File: src/common/ps2_pkg.sv
package ps2_pkg;

    // Filtered bus levels plus a strobe on each falling clock edge
    typedef struct packed {
        logic clk;
        logic data;
        logic clk_fall;
    } ps2_line_t;

    // Receive check result, first failing check wins
    typedef enum logic [1:0] {
        RX_OK         = 2'd0,
        RX_ERR_START  = 2'd1,
        RX_ERR_PARITY = 2'd2,
        RX_ERR_STOP   = 2'd3
    } rx_err_e;

    // One device frame, valid for a single cycle
    typedef struct packed {
        logic [7:0] data;
        rx_err_e    err;
        logic       valid;
    } rx_frame_t;

endpackage

File: src/common/mouse_pkg.sv
package mouse_pkg;

    // Host to mouse commands
    typedef enum logic [7:0] {
        CMD_ENABLE_STREAM = 8'hF4,
        CMD_RESET         = 8'hFF
    } mouse_cmd_e;

    // Mouse replies seen during initialization
    typedef enum logic [7:0] {
        RESP_DEVICE_ID   = 8'h00,
        RESP_SELFTEST_OK = 8'hAA,
        RESP_ACK         = 8'hFA
    } mouse_resp_e;

    typedef enum logic [2:0] {
        ST_SEND_RESET      = 3'd0,
        ST_WAIT_RESET_RESP = 3'd1,
        ST_SEND_ENABLE     = 3'd2,
        ST_WAIT_ENABLE_ACK = 3'd3,
        ST_STREAM          = 3'd4
    } master_state_e;

    // Byte forwarded while streaming, bad marks a receive error
    typedef struct packed {
        logic [7:0] data;
        logic       valid;
        logic       bad;
    } stream_byte_t;

    // Buttons are left, right, middle from bit 0 up
    typedef struct packed {
        logic [2:0]        buttons;
        logic              x_ovf;
        logic              y_ovf;
        logic signed [8:0] dx;
        logic signed [8:0] dy;
    } mouse_packet_t;

endpackage

File: src/ps2_phy/ps2_bus_sync.sv
`timescale 1ns/1ps

module ps2_bus_sync #(
    parameter int unsigned FILTER_LEN = 4
) (
    input  logic               CLK,
    input  logic               RESET,
    input  logic               ps2_clk_in,
    input  logic               ps2_data_in,
    output ps2_pkg::ps2_line_t line
);
    localparam int CNT_W = $clog2(FILTER_LEN + 1);

    // Index 0 is the clock line, index 1 the data line
    logic [1:0]       sync_meta;
    logic [1:0]       sync_q;
    logic [1:0]       filt_q;
    logic [CNT_W-1:0] stable_cnt [2];
    logic             clk_fall_q;

    always_ff @(posedge CLK or negedge RESET) begin
        if (!RESET) begin
            sync_meta  <= 2'b11;
            sync_q     <= 2'b11;
            filt_q     <= 2'b11;
            stable_cnt <= '{default: '0};
            clk_fall_q <= 1'b0;
        end else begin
            sync_meta  <= {ps2_data_in, ps2_clk_in};
            sync_q     <= sync_meta;
            clk_fall_q <= 1'b0;
            for (int i = 0; i < 2; i++) begin
                if (sync_q[i] == filt_q[i]) begin
                    stable_cnt[i] <= '0;
                end else if (stable_cnt[i] == CNT_W'(FILTER_LEN - 1)) begin
                    // Level held long enough, accept it
                    filt_q[i]     <= sync_q[i];
                    stable_cnt[i] <= '0;
                    if (i == 0 && !sync_q[i]) begin
                        clk_fall_q <= 1'b1;
                    end
                end else begin
                    stable_cnt[i] <= stable_cnt[i] + 1'b1;
                end
            end
        end
    end

    assign line = '{clk: filt_q[0], data: filt_q[1], clk_fall: clk_fall_q};

endmodule

File: src/ps2_phy/ps2_rx.sv
`timescale 1ns/1ps

module ps2_rx (
    input  logic               CLK,
    input  logic               RESET,
    input  ps2_pkg::ps2_line_t line,
    input  logic               rx_enable,
    output ps2_pkg::rx_frame_t frame
);
    import ps2_pkg::*;

    logic [10:0] shift_q;
    logic [3:0]  bit_cnt;
    logic [10:0] full_frame;
    logic        last_bit;
    rx_err_e     check_err;
    logic [7:0]  data_q;
    rx_err_e     err_q;
    logic        valid_q;

    // Bits arrive LSB first, so the newest sample enters at the top
    assign full_frame = {line.data, shift_q[10:1]};
    assign last_bit   = rx_enable && line.clk_fall && (bit_cnt == 4'd10);

    always_comb begin
        if (full_frame[0]) begin
            check_err = RX_ERR_START;
        end else if (!(^full_frame[9:1])) begin
            check_err = RX_ERR_PARITY;
        end else if (!full_frame[10]) begin
            check_err = RX_ERR_STOP;
        end else begin
            check_err = RX_OK;
        end
    end

    always_ff @(posedge CLK or negedge RESET) begin
        if (!RESET) begin
            shift_q <= '0;
            bit_cnt <= '0;
        end else if (!rx_enable) begin
            // Held idle while the host owns the bus
            shift_q <= '0;
            bit_cnt <= '0;
        end else if (line.clk_fall) begin
            shift_q <= full_frame;
            bit_cnt <= last_bit ? 4'd0 : bit_cnt + 4'd1;
        end
    end

    always_ff @(posedge CLK or negedge RESET) begin
        if (!RESET) begin
            valid_q <= 1'b0;
            err_q   <= RX_OK;
        end else begin
            valid_q <= last_bit;
            if (last_bit) begin
                err_q <= check_err;
            end
        end
    end

    always_ff @(posedge CLK) begin
        if (last_bit) begin
            data_q <= full_frame[8:1];
        end
    end

    assign frame = '{data: data_q, err: err_q, valid: valid_q};

endmodule

File: src/ps2_phy/ps2_tx.sv
`timescale 1ns/1ps

module ps2_tx #(
    parameter int unsigned INHIBIT_CYCLES = 5000
) (
    input  logic                  CLK,
    input  logic                  RESET,
    input  ps2_pkg::ps2_line_t    line,
    input  logic                  tx_start,
    input  mouse_pkg::mouse_cmd_e tx_byte,
    output logic                  tx_busy,
    output logic                  tx_done,
    output logic                  tx_ack_ok,
    output logic                  clk_drive_low,
    output logic                  data_drive_low
);
    localparam int HOLD_W = $clog2(INHIBIT_CYCLES + 1);

    typedef enum logic [2:0] {
        TX_IDLE,
        TX_INHIBIT,
        TX_REQUEST,
        TX_SHIFT,
        TX_ACK
    } tx_phase_e;

    tx_phase_e         phase;
    logic [HOLD_W-1:0] hold_cnt;
    logic [3:0]        bit_cnt;
    logic [9:0]        shift_q;
    logic              data_low_q;

    always_ff @(posedge CLK or negedge RESET) begin
        if (!RESET) begin
            phase      <= TX_IDLE;
            hold_cnt   <= '0;
            bit_cnt    <= '0;
            data_low_q <= 1'b0;
            tx_done    <= 1'b0;
            tx_ack_ok  <= 1'b0;
        end else begin
            tx_done <= 1'b0;
            case (phase)
                TX_IDLE: begin
                    if (tx_start) begin
                        phase    <= TX_INHIBIT;
                        hold_cnt <= '0;
                    end
                end
                TX_INHIBIT: begin
                    // Clock held low, then request to send with data low
                    if (hold_cnt == HOLD_W'(INHIBIT_CYCLES - 1)) begin
                        phase      <= TX_REQUEST;
                        data_low_q <= 1'b1;
                    end else begin
                        hold_cnt <= hold_cnt + 1'b1;
                    end
                end
                TX_REQUEST: begin
                    if (line.clk_fall) begin
                        data_low_q <= ~shift_q[0];
                        bit_cnt    <= 4'd1;
                        phase      <= TX_SHIFT;
                    end
                end
                TX_SHIFT: begin
                    if (line.clk_fall) begin
                        data_low_q <= ~shift_q[0];
                        bit_cnt    <= bit_cnt + 4'd1;
                        // Stop bit goes out on this edge
                        if (bit_cnt == 4'd9) begin
                            phase <= TX_ACK;
                        end
                    end
                end
                TX_ACK: begin
                    if (line.clk_fall) begin
                        tx_done   <= 1'b1;
                        tx_ack_ok <= ~line.data;
                        phase     <= TX_IDLE;
                    end
                end
                default: phase <= TX_IDLE;
            endcase
        end
    end

    // Stop, odd parity, data LSB first
    always_ff @(posedge CLK) begin
        if (phase == TX_IDLE && tx_start) begin
            shift_q <= {1'b1, ~^tx_byte, tx_byte};
        end else if (line.clk_fall && (phase == TX_REQUEST || phase == TX_SHIFT)) begin
            shift_q <= {1'b1, shift_q[9:1]};
        end
    end

    assign tx_busy        = (phase != TX_IDLE);
    assign clk_drive_low  = (phase == TX_INHIBIT);
    assign data_drive_low = data_low_q;

endmodule

File: src/hw/mouse_master.sv
`timescale 1ns/1ps

module mouse_master #(
    parameter int unsigned TICKS_PER_MS    = 50000,
    parameter int unsigned RESP_TIMEOUT_MS = 20,
    parameter int unsigned WATCHDOG_MS     = 2000
) (
    input  logic                    CLK,
    input  logic                    RESET,
    input  ps2_pkg::rx_frame_t      frame,
    output logic                    rx_enable,
    output logic                    tx_start,
    output mouse_pkg::mouse_cmd_e   tx_byte,
    input  logic                    tx_busy,
    input  logic                    tx_done,
    input  logic                    tx_ack_ok,
    output mouse_pkg::stream_byte_t stream,
    output logic                    flush,
    output logic                    mouse_ready
);
    import ps2_pkg::*;
    import mouse_pkg::*;

    localparam int TICK_W = $clog2(TICKS_PER_MS + 1);
    localparam int TO_W   = $clog2(RESP_TIMEOUT_MS + 1);
    localparam int WD_W   = $clog2(WATCHDOG_MS + 1);

    master_state_e     state;
    master_state_e     next_state;
    mouse_resp_e       expected_resp;
    logic [1:0]        reply_idx;
    logic              cmd_issued;
    logic [TICK_W-1:0] tick_cnt;
    logic              ms_tick;
    logic [TO_W-1:0]   timeout_ms;
    logic [WD_W-1:0]   watchdog_ms;
    logic              frame_ok;
    logic              timed_out;
    logic              fwd_valid;
    logic              fwd_bad;
    logic [7:0]        fwd_data;

    assign frame_ok  = frame.valid && (frame.err == RX_OK);
    assign ms_tick   = (tick_cnt == TICK_W'(TICKS_PER_MS - 1));
    assign timed_out = (timeout_ms == TO_W'(RESP_TIMEOUT_MS));

    // Reset reply sequence is FA, AA, 00
    always_comb begin
        case (reply_idx)
            2'd0:    expected_resp = RESP_ACK;
            2'd1:    expected_resp = RESP_SELFTEST_OK;
            default: expected_resp = RESP_DEVICE_ID;
        endcase
    end

    always_comb begin
        next_state = state;
        case (state)
            ST_SEND_RESET: begin
                if (tx_done) next_state = tx_ack_ok ? ST_WAIT_RESET_RESP : ST_SEND_RESET;
            end
            ST_WAIT_RESET_RESP: begin
                if (frame.valid) begin
                    if (!frame_ok || frame.data != expected_resp) next_state = ST_SEND_RESET;
                    else if (reply_idx == 2'd2) next_state = ST_SEND_ENABLE;
                end else if (timed_out) begin
                    next_state = ST_SEND_RESET;
                end
            end
            ST_SEND_ENABLE: begin
                if (tx_done) next_state = tx_ack_ok ? ST_WAIT_ENABLE_ACK : ST_SEND_RESET;
            end
            ST_WAIT_ENABLE_ACK: begin
                if (frame.valid) begin
                    next_state = (frame_ok && frame.data == RESP_ACK) ? ST_STREAM : ST_SEND_RESET;
                end else if (timed_out) begin
                    next_state = ST_SEND_RESET;
                end
            end
            ST_STREAM: begin
                if (watchdog_ms == WD_W'(WATCHDOG_MS)) next_state = ST_SEND_RESET;
            end
            default: next_state = ST_SEND_RESET;
        endcase
    end

    always_ff @(posedge CLK or negedge RESET) begin
        if (!RESET) begin
            state       <= ST_SEND_RESET;
            reply_idx   <= '0;
            cmd_issued  <= 1'b0;
            tx_start    <= 1'b0;
            tick_cnt    <= '0;
            timeout_ms  <= '0;
            watchdog_ms <= '0;
            fwd_valid   <= 1'b0;
            fwd_bad     <= 1'b0;
            flush       <= 1'b0;
        end else begin
            state    <= next_state;
            tx_start <= 1'b0;
            tick_cnt <= ms_tick ? '0 : tick_cnt + 1'b1;

            if (state != next_state) reply_idx <= '0;
            else if (state == ST_WAIT_RESET_RESP && frame_ok) reply_idx <= reply_idx + 2'd1;

            // One command per send state, reissued after a failed acknowledge
            if (state != next_state || tx_done) begin
                cmd_issued <= 1'b0;
            end else if ((state == ST_SEND_RESET || state == ST_SEND_ENABLE) &&
                         !cmd_issued && !tx_busy) begin
                tx_start   <= 1'b1;
                cmd_issued <= 1'b1;
            end

            // Restarted by each good reply byte
            if (state != next_state || frame_ok ||
                !(state inside {ST_WAIT_RESET_RESP, ST_WAIT_ENABLE_ACK})) begin
                timeout_ms <= '0;
            end else if (ms_tick) begin
                timeout_ms <= timeout_ms + 1'b1;
            end

            if (state != ST_STREAM || next_state != ST_STREAM || frame.valid) begin
                watchdog_ms <= '0;
            end else if (ms_tick) begin
                watchdog_ms <= watchdog_ms + 1'b1;
            end

            fwd_valid <= (state == ST_STREAM) && frame.valid;
            fwd_bad   <= (frame.err != RX_OK);
            flush     <= (state == ST_STREAM) && (next_state != ST_STREAM);
        end
    end

    always_ff @(posedge CLK) begin
        if (frame.valid) begin
            fwd_data <= frame.data;
        end
    end

    assign stream      = '{data: fwd_data, valid: fwd_valid, bad: fwd_bad};
    assign tx_byte     = (state == ST_SEND_ENABLE) ? CMD_ENABLE_STREAM : CMD_RESET;
    assign rx_enable   = !(state inside {ST_SEND_RESET, ST_SEND_ENABLE});
    assign mouse_ready = (state == ST_STREAM);

endmodule

File: src/hw/mouse_packet_assembler.sv
`timescale 1ns/1ps

module mouse_packet_assembler (
    input  logic                     CLK,
    input  logic                     RESET,
    input  mouse_pkg::stream_byte_t  stream,
    input  logic                     flush,
    output mouse_pkg::mouse_packet_t packet,
    output logic                     packet_valid
);
    logic [1:0] byte_idx;
    logic [7:0] status_q;
    logic [7:0] dx_q;
    logic       last_byte;

    assign last_byte = stream.valid && !stream.bad && (byte_idx == 2'd2);

    always_ff @(posedge CLK or negedge RESET) begin
        if (!RESET) begin
            byte_idx     <= '0;
            packet_valid <= 1'b0;
        end else begin
            packet_valid <= last_byte && !flush;
            if (flush || (stream.valid && stream.bad)) begin
                byte_idx <= '0;
            end else if (stream.valid) begin
                case (byte_idx)
                    // Status byte always has bit 3 set, anything else is dropped
                    2'd0:    byte_idx <= stream.data[3] ? 2'd1 : 2'd0;
                    2'd1:    byte_idx <= 2'd2;
                    default: byte_idx <= 2'd0;
                endcase
            end
        end
    end

    always_ff @(posedge CLK) begin
        if (stream.valid && byte_idx == 2'd0) status_q <= stream.data;
        if (stream.valid && byte_idx == 2'd1) dx_q <= stream.data;
        if (last_byte) begin
            packet.buttons <= status_q[2:0];
            packet.x_ovf   <= status_q[6];
            packet.y_ovf   <= status_q[7];
            // Sign bits live in the status byte
            packet.dx      <= {status_q[4], dx_q};
            packet.dy      <= {status_q[5], stream.data};
        end
    end

endmodule

File: src/hw/ps2_mouse_top.sv
`timescale 1ns/1ps

module ps2_mouse_top #(
    parameter int unsigned TICKS_PER_MS    = 50000,
    parameter int unsigned RESP_TIMEOUT_MS = 20,
    parameter int unsigned WATCHDOG_MS     = 2000,
    parameter int unsigned INHIBIT_CYCLES  = 5000,
    parameter int unsigned FILTER_LEN      = 4
) (
    input  logic                     CLK,
    input  logic                     RESET,
    input  logic                     ps2_clk_in,
    input  logic                     ps2_data_in,
    output logic                     ps2_clk_drive_low,
    output logic                     ps2_data_drive_low,
    output mouse_pkg::mouse_packet_t packet,
    output logic                     packet_valid,
    output logic                     mouse_ready
);
    import ps2_pkg::*;
    import mouse_pkg::*;

    ps2_line_t    line;
    rx_frame_t    frame;
    stream_byte_t stream;
    mouse_cmd_e   tx_byte;
    logic         rx_enable;
    logic         tx_start;
    logic         tx_busy;
    logic         tx_done;
    logic         tx_ack_ok;
    logic         flush;

    ps2_bus_sync #(.FILTER_LEN(FILTER_LEN)) u_ps2_bus_sync (
        .CLK(CLK), .RESET(RESET), .ps2_clk_in(ps2_clk_in), .ps2_data_in(ps2_data_in),
        .line(line)
    );

    ps2_rx u_ps2_rx (
        .CLK(CLK), .RESET(RESET), .line(line), .rx_enable(rx_enable), .frame(frame)
    );

    // Transmitter hangs off the master and drives the open-drain pins
    ps2_tx #(.INHIBIT_CYCLES(INHIBIT_CYCLES)) u_ps2_tx (
        .CLK(CLK), .RESET(RESET), .line(line), .tx_start(tx_start), .tx_byte(tx_byte),
        .tx_busy(tx_busy), .tx_done(tx_done), .tx_ack_ok(tx_ack_ok),
        .clk_drive_low(ps2_clk_drive_low), .data_drive_low(ps2_data_drive_low)
    );

    mouse_master #(
        .TICKS_PER_MS(TICKS_PER_MS),
        .RESP_TIMEOUT_MS(RESP_TIMEOUT_MS),
        .WATCHDOG_MS(WATCHDOG_MS)
    ) u_mouse_master (
        .CLK(CLK), .RESET(RESET), .frame(frame), .rx_enable(rx_enable),
        .tx_start(tx_start), .tx_byte(tx_byte), .tx_busy(tx_busy), .tx_done(tx_done),
        .tx_ack_ok(tx_ack_ok), .stream(stream), .flush(flush), .mouse_ready(mouse_ready)
    );

    mouse_packet_assembler u_mouse_packet_assembler (
        .CLK(CLK), .RESET(RESET), .stream(stream), .flush(flush),
        .packet(packet), .packet_valid(packet_valid)
    );

endmodule

File: config.mk
export PLATFORM = sky130hd
export DESIGN_NAME = ps2_mouse_top
export DESIGN_NICKNAME = d
export VERILOG_FILES = /design/src/common/ps2_pkg.sv /design/src/common/mouse_pkg.sv /design/src/ps2_phy/ps2_bus_sync.sv /design/src/ps2_phy/ps2_rx.sv /design/src/ps2_phy/ps2_tx.sv /design/src/hw/mouse_master.sv /design/src/hw/mouse_packet_assembler.sv /design/src/hw/ps2_mouse_top.sv
export SDC_FILE = /design/constraint.sdc
export NUM_CORES = 1
export LEC_CHECK = 0
export ABC_CLOCK_PERIOD_IN_PS = 2500
export CAP_MARGIN = 20
export CORE_MARGIN = 2
export CORE_UTILIZATION = 62
export DETAILED_ROUTE_END_ITERATION = 8
export DONT_BUFFER_PORTS = 1
export PLACE_DENSITY = 0.78
export SYNTH_ARGS = -nofsm -noshare
export SYNTH_HDL_FRONTEND = slang
export SYNTH_SLANG_ARGS = --single-unit
export TNS_END_PERCENT = 20
File: constraint.sdc
create_clock -name CLK -period 2.5 [get_ports CLK]
set_input_delay 0.25 -clock CLK [delete_from_list [all_inputs] [get_ports CLK]]
set_output_delay 0.25 -clock CLK [all_outputs]
set_load 0.02 [all_outputs]
---- Word level (Yosys, flattened, before mapping) ----
Cells that the tools add are included.
operators by class
  add/sub/neg operators ................... 9
  equal/unequal tests ..................... 35
  muxes and demuxes ....................... 64
  bitwise gates (word level) .............. 4
  reduce and logical (&&, ||, !) cells .... 62
operators by type and width
  cell                     count
  $mux W3                  19
  $mux W11                 4
  $pmux W3 S5              2
  $mux W13                 2
  $pmux W13 S2             1
  $reduce_bool A2 Y1       13
  $mux W4                  6
  $eq A3 B2 Y1 const B     6
  $mux W9                  2
  $logic_and A1 B1 Y1      17
  $add A16 B1 Y16 const B  1
  $eq A16 B16 Y1 const B   1
  $mux W16                 1
  $mux W2                  8
  $pmux W8 S2              1
  $add A13 B1 Y13 const B  1
  $eq A13 B13 Y1 const B   1
  $mux W1                  13
  $add A11 B1 Y11 const B  1
  $eq A11 B11 Y1 const B   1
  $mux W5                  2
  $logic_or A1 B1 Y1       9
  $reduce_and A3 Y1        3
  $reduce_xor A9 Y1        1
  29 further kinds         58
word-level totals
  bits in registers ....................... 163
  word-level logic and storage cells ...... 213

---- Longest topological paths before layout ----
  depth after elaboration ................. 11
  mapped depth ............................ 9

---- Hierarchy ----
Synthesis repeated with hierarchy kept, for this count alone.
second synthesis, totals
  cell total of the unflattened synthesis .. 589
  area total of the unflattened synthesis .. 7215.7 um^2
by module, submodules not included
  module                  times used  cells an instance  area each (um^2)  sequential area each (um^2)
  mouse_master            1           245                2552.4            1291.2
  ps2_tx                  1           177                1710.4            845.8
  mouse_packet_assembler  1           52                 1312.5            1216.2
  ps2_rx                  1           86                 1148.6            665.6
  ps2_bus_sync            1           29                 491.7             332.8

---- Worst setup path before layout ----
Ideal clock, no wire load.
  kind .................................... register -> register
  from .................................... register u_mouse_master.tick_cnt[0]
  to ...................................... register u_mouse_master.watchdog_ms[0]
  library setup time ...................... 0.132 ns
  data arrival time ....................... 1.749 ns
  path slack .............................. 0.619 ns
  stages on the path, launching flop included .. 10
  period minus slack after synthesis ...... 1.881 ns
  path through ............................ dfrtp_1 > ha_1 > and3_1 > and3_1 > buf_2 > and2_1 > clkbuf_2 > buf_6 > xnor2_1 > nor2_1
between the ends
  longest elaborated chain between the ends .. 2
RTL lines
  element                       line                 text
  from (decl)                   mouse_master.sv:33   logic [TICK_W-1:0] tick_cnt;
  from (signal assigned)        mouse_master.sv:102  tick_cnt <= ms_tick ? '0 : tick_cnt + 1'b1;
  $eq A16 B16 Y1                mouse_master.sv:44   assign ms_tick = (tick_cnt == TICK_W'(TICKS_PER_MS - 1));
  $reduce_bool A2 Y1 (no line)  n/a
  to (signal assigned)          mouse_master.sv:127  watchdog_ms <= watchdog_ms + 1'b1;
  to (decl)                     mouse_master.sv:36   logic [WD_W-1:0] watchdog_ms;
Every way passes these cells.
A chain may end at the register's enable or synchronous reset.

---- Worst setup path after layout ----
  from .................................... register u_ps2_tx.hold_cnt[0]
  to ...................................... register u_ps2_tx.hold_cnt[6]
between the ends
  longest elaborated chain between the ends .. 3
  elaborated cells between the ends (all ways) .. 6
  those cells by class .................... add/sub: 1; eq/ne: 2; mux: 2; reduce/logical: 1
RTL lines
  element                                            line                        text
  from (decl)                                        ps2_tx.sv:28                logic [HOLD_W-1:0] hold_cnt;
  from (signal assigned)                             ps2_tx.sv:56                hold_cnt <= hold_cnt + 1'b1;
  $add A13 B1 Y13 or $eq A13 B13 Y1 (tied branches)  ps2_tx.sv:56, ps2_tx.sv:52
  $mux W13 or $ne A2 B2 Y1 (tied branches)           n/a
  $pmux W13 S2 or $reduce_and A3 Y1 (tied branches)  n/a
Parallel ways exist; a longest one is shown, timed or not. The select of a mux whose other input is x is not followed.

==> reports/results.ini <==
[outcome]
outcome = finished clean

[synth]
yosys.area.top_type = dfrtp_1
synth_cells = 548
synth_top_cell_area_share_pct = 33.79
synth.distinct_cells = 56
ys_top_cells_by_area = dfrtp_1, edfxtp_1, nor2_1, xor2_1, xnor2_1
yosysSeqAreaShare_pct = 63.86
syn-mean-instance-area_um2 = 12.43
synth_edf_count = 63
async_reset_ff_share_pct = 60.87
yosys_most_used_dff = dfrtp_1
synthesis.area_mm2 = 0.006814
syn_nets = 567
yosysWarningCount = 0
ys_seq_elements = 161

[clock_tree]
clockBufferDepth = 2
clock-sinks = 161
cts_tree = built
cts_max_level = 4
clk_latency_ps = 530
cts_root_buf = clkbuf_8
cts_buffers = 17
postCtsSetupBuffers = 0
cts_resized = 0
path_clk_slew_ps = 60

[sta]
fin_setup_tns_ps = 0
hold_violations = 0
fin_crit_sh_pct = 83.13
rsz0062_at_grt = false
fin_crit_ps = 2078
max_clock_freq_mhz = 481.2
setup_violations = 0
holdWs_ps = 265.4
worst_slew_pin_slew_ps = 732.5
slew_headroom_pct = 50.99
final-max-slew-violation-count = 0
finClkSkew_ps = 6.127

[power]
irDropWorstVdd_uv = 423.6
p_per_area_mw_per_mm2 = 698.7
p_leak_nw = 2.820

[drt]
wl_um = 11660
via_per_inst = 5.783
wl_per_cell_um = 16.33
drc = 0
first_pass_iters = 4
vias = 4129
drt_iter0_drc = 257
ant_nets = 0

[critical_path]
arrival_ps = 2480
cp_max_fo = 16
worstSetupPathType = flip-flop to flip-flop
cp-start-kind = flip-flop
crit_required_ps = 2910
critPathCaptureType = flip-flop

[floorplan]
rows = 38
coreArea_mm2 = 0.01079
die_h_um = 108.8
start_util_pct = 63.13
die_x_um = 108.8
pin_count = 31
die-area_mm2 = 0.01185

[run]
drv_cap = 0

[global_route]
track_usage_pct = 21.30
overflow = 0
grt_start_max_net_pins = 99
grt_pass1_vias = 4003
antenna_found_initial = 0
grt_pass1_wl_um = 19210

[layout]
drive_gt1_share_pct = 8.711
fin_util_pct = 69.63
fin_nets = 581
design_area_mm2 = 0.007515
area_growth_pct = 10.28
n_antenna_cell = 0

[placement]
hpwlAfterDp_um = 7704
gp_congestion = 0.8520
port-buffer-count = 0
place_area_mm2 = 0.006939

[hold_path]
hold_class = input pin to flip-flop

kinds of logic (layout without fill, tap and decap cells):
| family | after synthesis | count (layout) | share of synthesized area [%] |
|---|---|---|---|
| compound gates | 44 | 44 | 4.279 |
| xor+xnor | 49 | 49 | 6.500 |
| fa+ha+maj | 15 | 15 | 2.754 |
| buf+inv | 37 | 63 | 2.717 |
| flops | 161 | 161 | 63.86 |
| mux | 16 | 16 | 2.387 |
| simple gates | 226 | 226 | 17.50 |
layout by cell type, fill, tap and decap left out, types with 6 or more instances in the layout:
cell and instances:
inv_1 20, nand2_1 28, edfxtp_1 63, nor2b_1 7, xnor2_1 22, dfstp_2 6, clkbuf_16 16, a21oi_1 16
ha_1 15, nor3_1 20, and3_1 8, nand3_1 16, mux2i_1 14, o21ai_0 10, dfrtp_1 92, buf_4 8
and2_1 8, nand4_1 26, nor2_1 73, nand2b_1 7, nor4_1 7, xor2_1 26
final cells by class:
class	count	area, µm²
timing repair buffer	12	117.6
multi-input combinational	350	2277
clock buffer	22	452.9
inverter	20	75.07
tap	140	175.2
sequential	161	4352
clock inverter	9	65.06
fill	708	3278
final timing paths:
| check | cells past startpoint | startpoint | end | slack (ps) |
|---|---|---|---|---|
| worst max-delay path | 6 | u_ps2_tx.hold_cnt[0]$_DFFE_PN0P_ | u_ps2_tx.hold_cnt[6]$_DFFE_PN0P_ | 420 |
| worst min-delay path | 1 | ps2_clk_in | u_ps2_bus_sync.sync_meta[0]$_DFF_PN1_ | 270 |
| worst max register to register | 6 | u_ps2_tx.hold_cnt[0]$_DFFE_PN0P_ | u_ps2_tx.hold_cnt[6]$_DFFE_PN0P_ | 420 |
| worst min register to register | 0 | u_ps2_bus_sync.sync_meta[0]$_DFF_PN1_ | u_ps2_bus_sync.sync_q[0]$_DFF_PN1_ | 360 |
| max in group asynchronous | 2 | RESET | u_ps2_tx.hold_cnt[10]$_DFFE_PN0P_ | 1790 |
| min in group asynchronous | 2 | RESET | u_ps2_tx.data_drive_low$_DFFE_PN0P_ | 310 |
synthesized netlist by cell type, types with 3 or more instances:
cell type	number
dfrtp_1	92
nor2_1	73
edfxtp_1	63
nand2_1	28
nand4_1	26
xor2_1	26
xnor2_1	22
inv_1	20
nor3_1	20
a21oi_1	16
nand3_1	16
ha_1	15
mux2i_1	14
o21ai_0	10
and2_1	8
and3_1	8
nand2b_1	7
nor2b_1	7
nor4_1	7
dfstp_2	6
clkbuf_1	5
buf_6	4
nor3b_1	4
o21a_1	4
a211oi_1	3
and4b_1	3
buf_2	3
buf_4	3
per-layer routing:
metal | GRT usage [%] | routed length, µm | share of wire [%] | up-vias
li1 | - | - | - | 1965
met2 | 34.42 | 5769 | 49 | 118
met4 | 9.890 | 243 | 2.1 | 0
met3 | 5.260 | 433 | 3.7 | 23
met5 | 0 | 0 | 0 | -
met1 | 27.30 | 5212 | 45 | 2023
critical path, stage by stage, from the launching register on:
cell     delay, ps
dfrtp_1        460
ha_1           320
and4b_1        240
a41oi_4        440
nand4_1        190
xor2_1         210
nor2_1          90
metrics by stage:
stage,power (mW),setup slack [ps],std cells
CTS,5.288,434.7,714
global route,5.428,324.2,714
finish,5.251,421.6,714
floorplan,2.955,618.8,548
global placement,2.973,527.7,679
detailed placement,2.986,484.0,679
registers in the layout, summed over array words and instances, names as in the netlist, 4 cells and up:
name,flops
u_mouse_master.fwd_data,8
u_mouse_master.tick_cnt,16
u_mouse_master.timeout_ms,5
u_mouse_master.watchdog_ms,11
u_mouse_packet_assembler.dx_q,8
u_mouse_packet_assembler.packet,23
u_mouse_packet_assembler.status_q,7
u_ps2_bus_sync.stable_cnt,6
u_ps2_rx.bit_cnt,4
u_ps2_rx.data_q,8
u_ps2_rx.shift_q,10
u_ps2_tx.bit_cnt,4
u_ps2_tx.hold_cnt,13
u_ps2_tx.shift_q,9
where the power goes:
| part | switching [mW] | total, mW | internal (mW) | leakage [nW] |
|---|---|---|---|---|
| registers | 0.0350 | 2.83 | 2.79 | 1.66 |
| clock network | 0.932 | 2.28 | 1.35 | 0.258 |
| logic | 0.0833 | 0.147 | 0.0637 | 0.904 |
| total | 1.05 | 5.25 | 4.20 | 2.82 |
timing repair:
action                     4_1_cts  5_1_grt
hold buffers                     4        0
setup endpoints to repair        0        0
hold endpoints to repair       100        0
(Power assumes the default switching activity.)
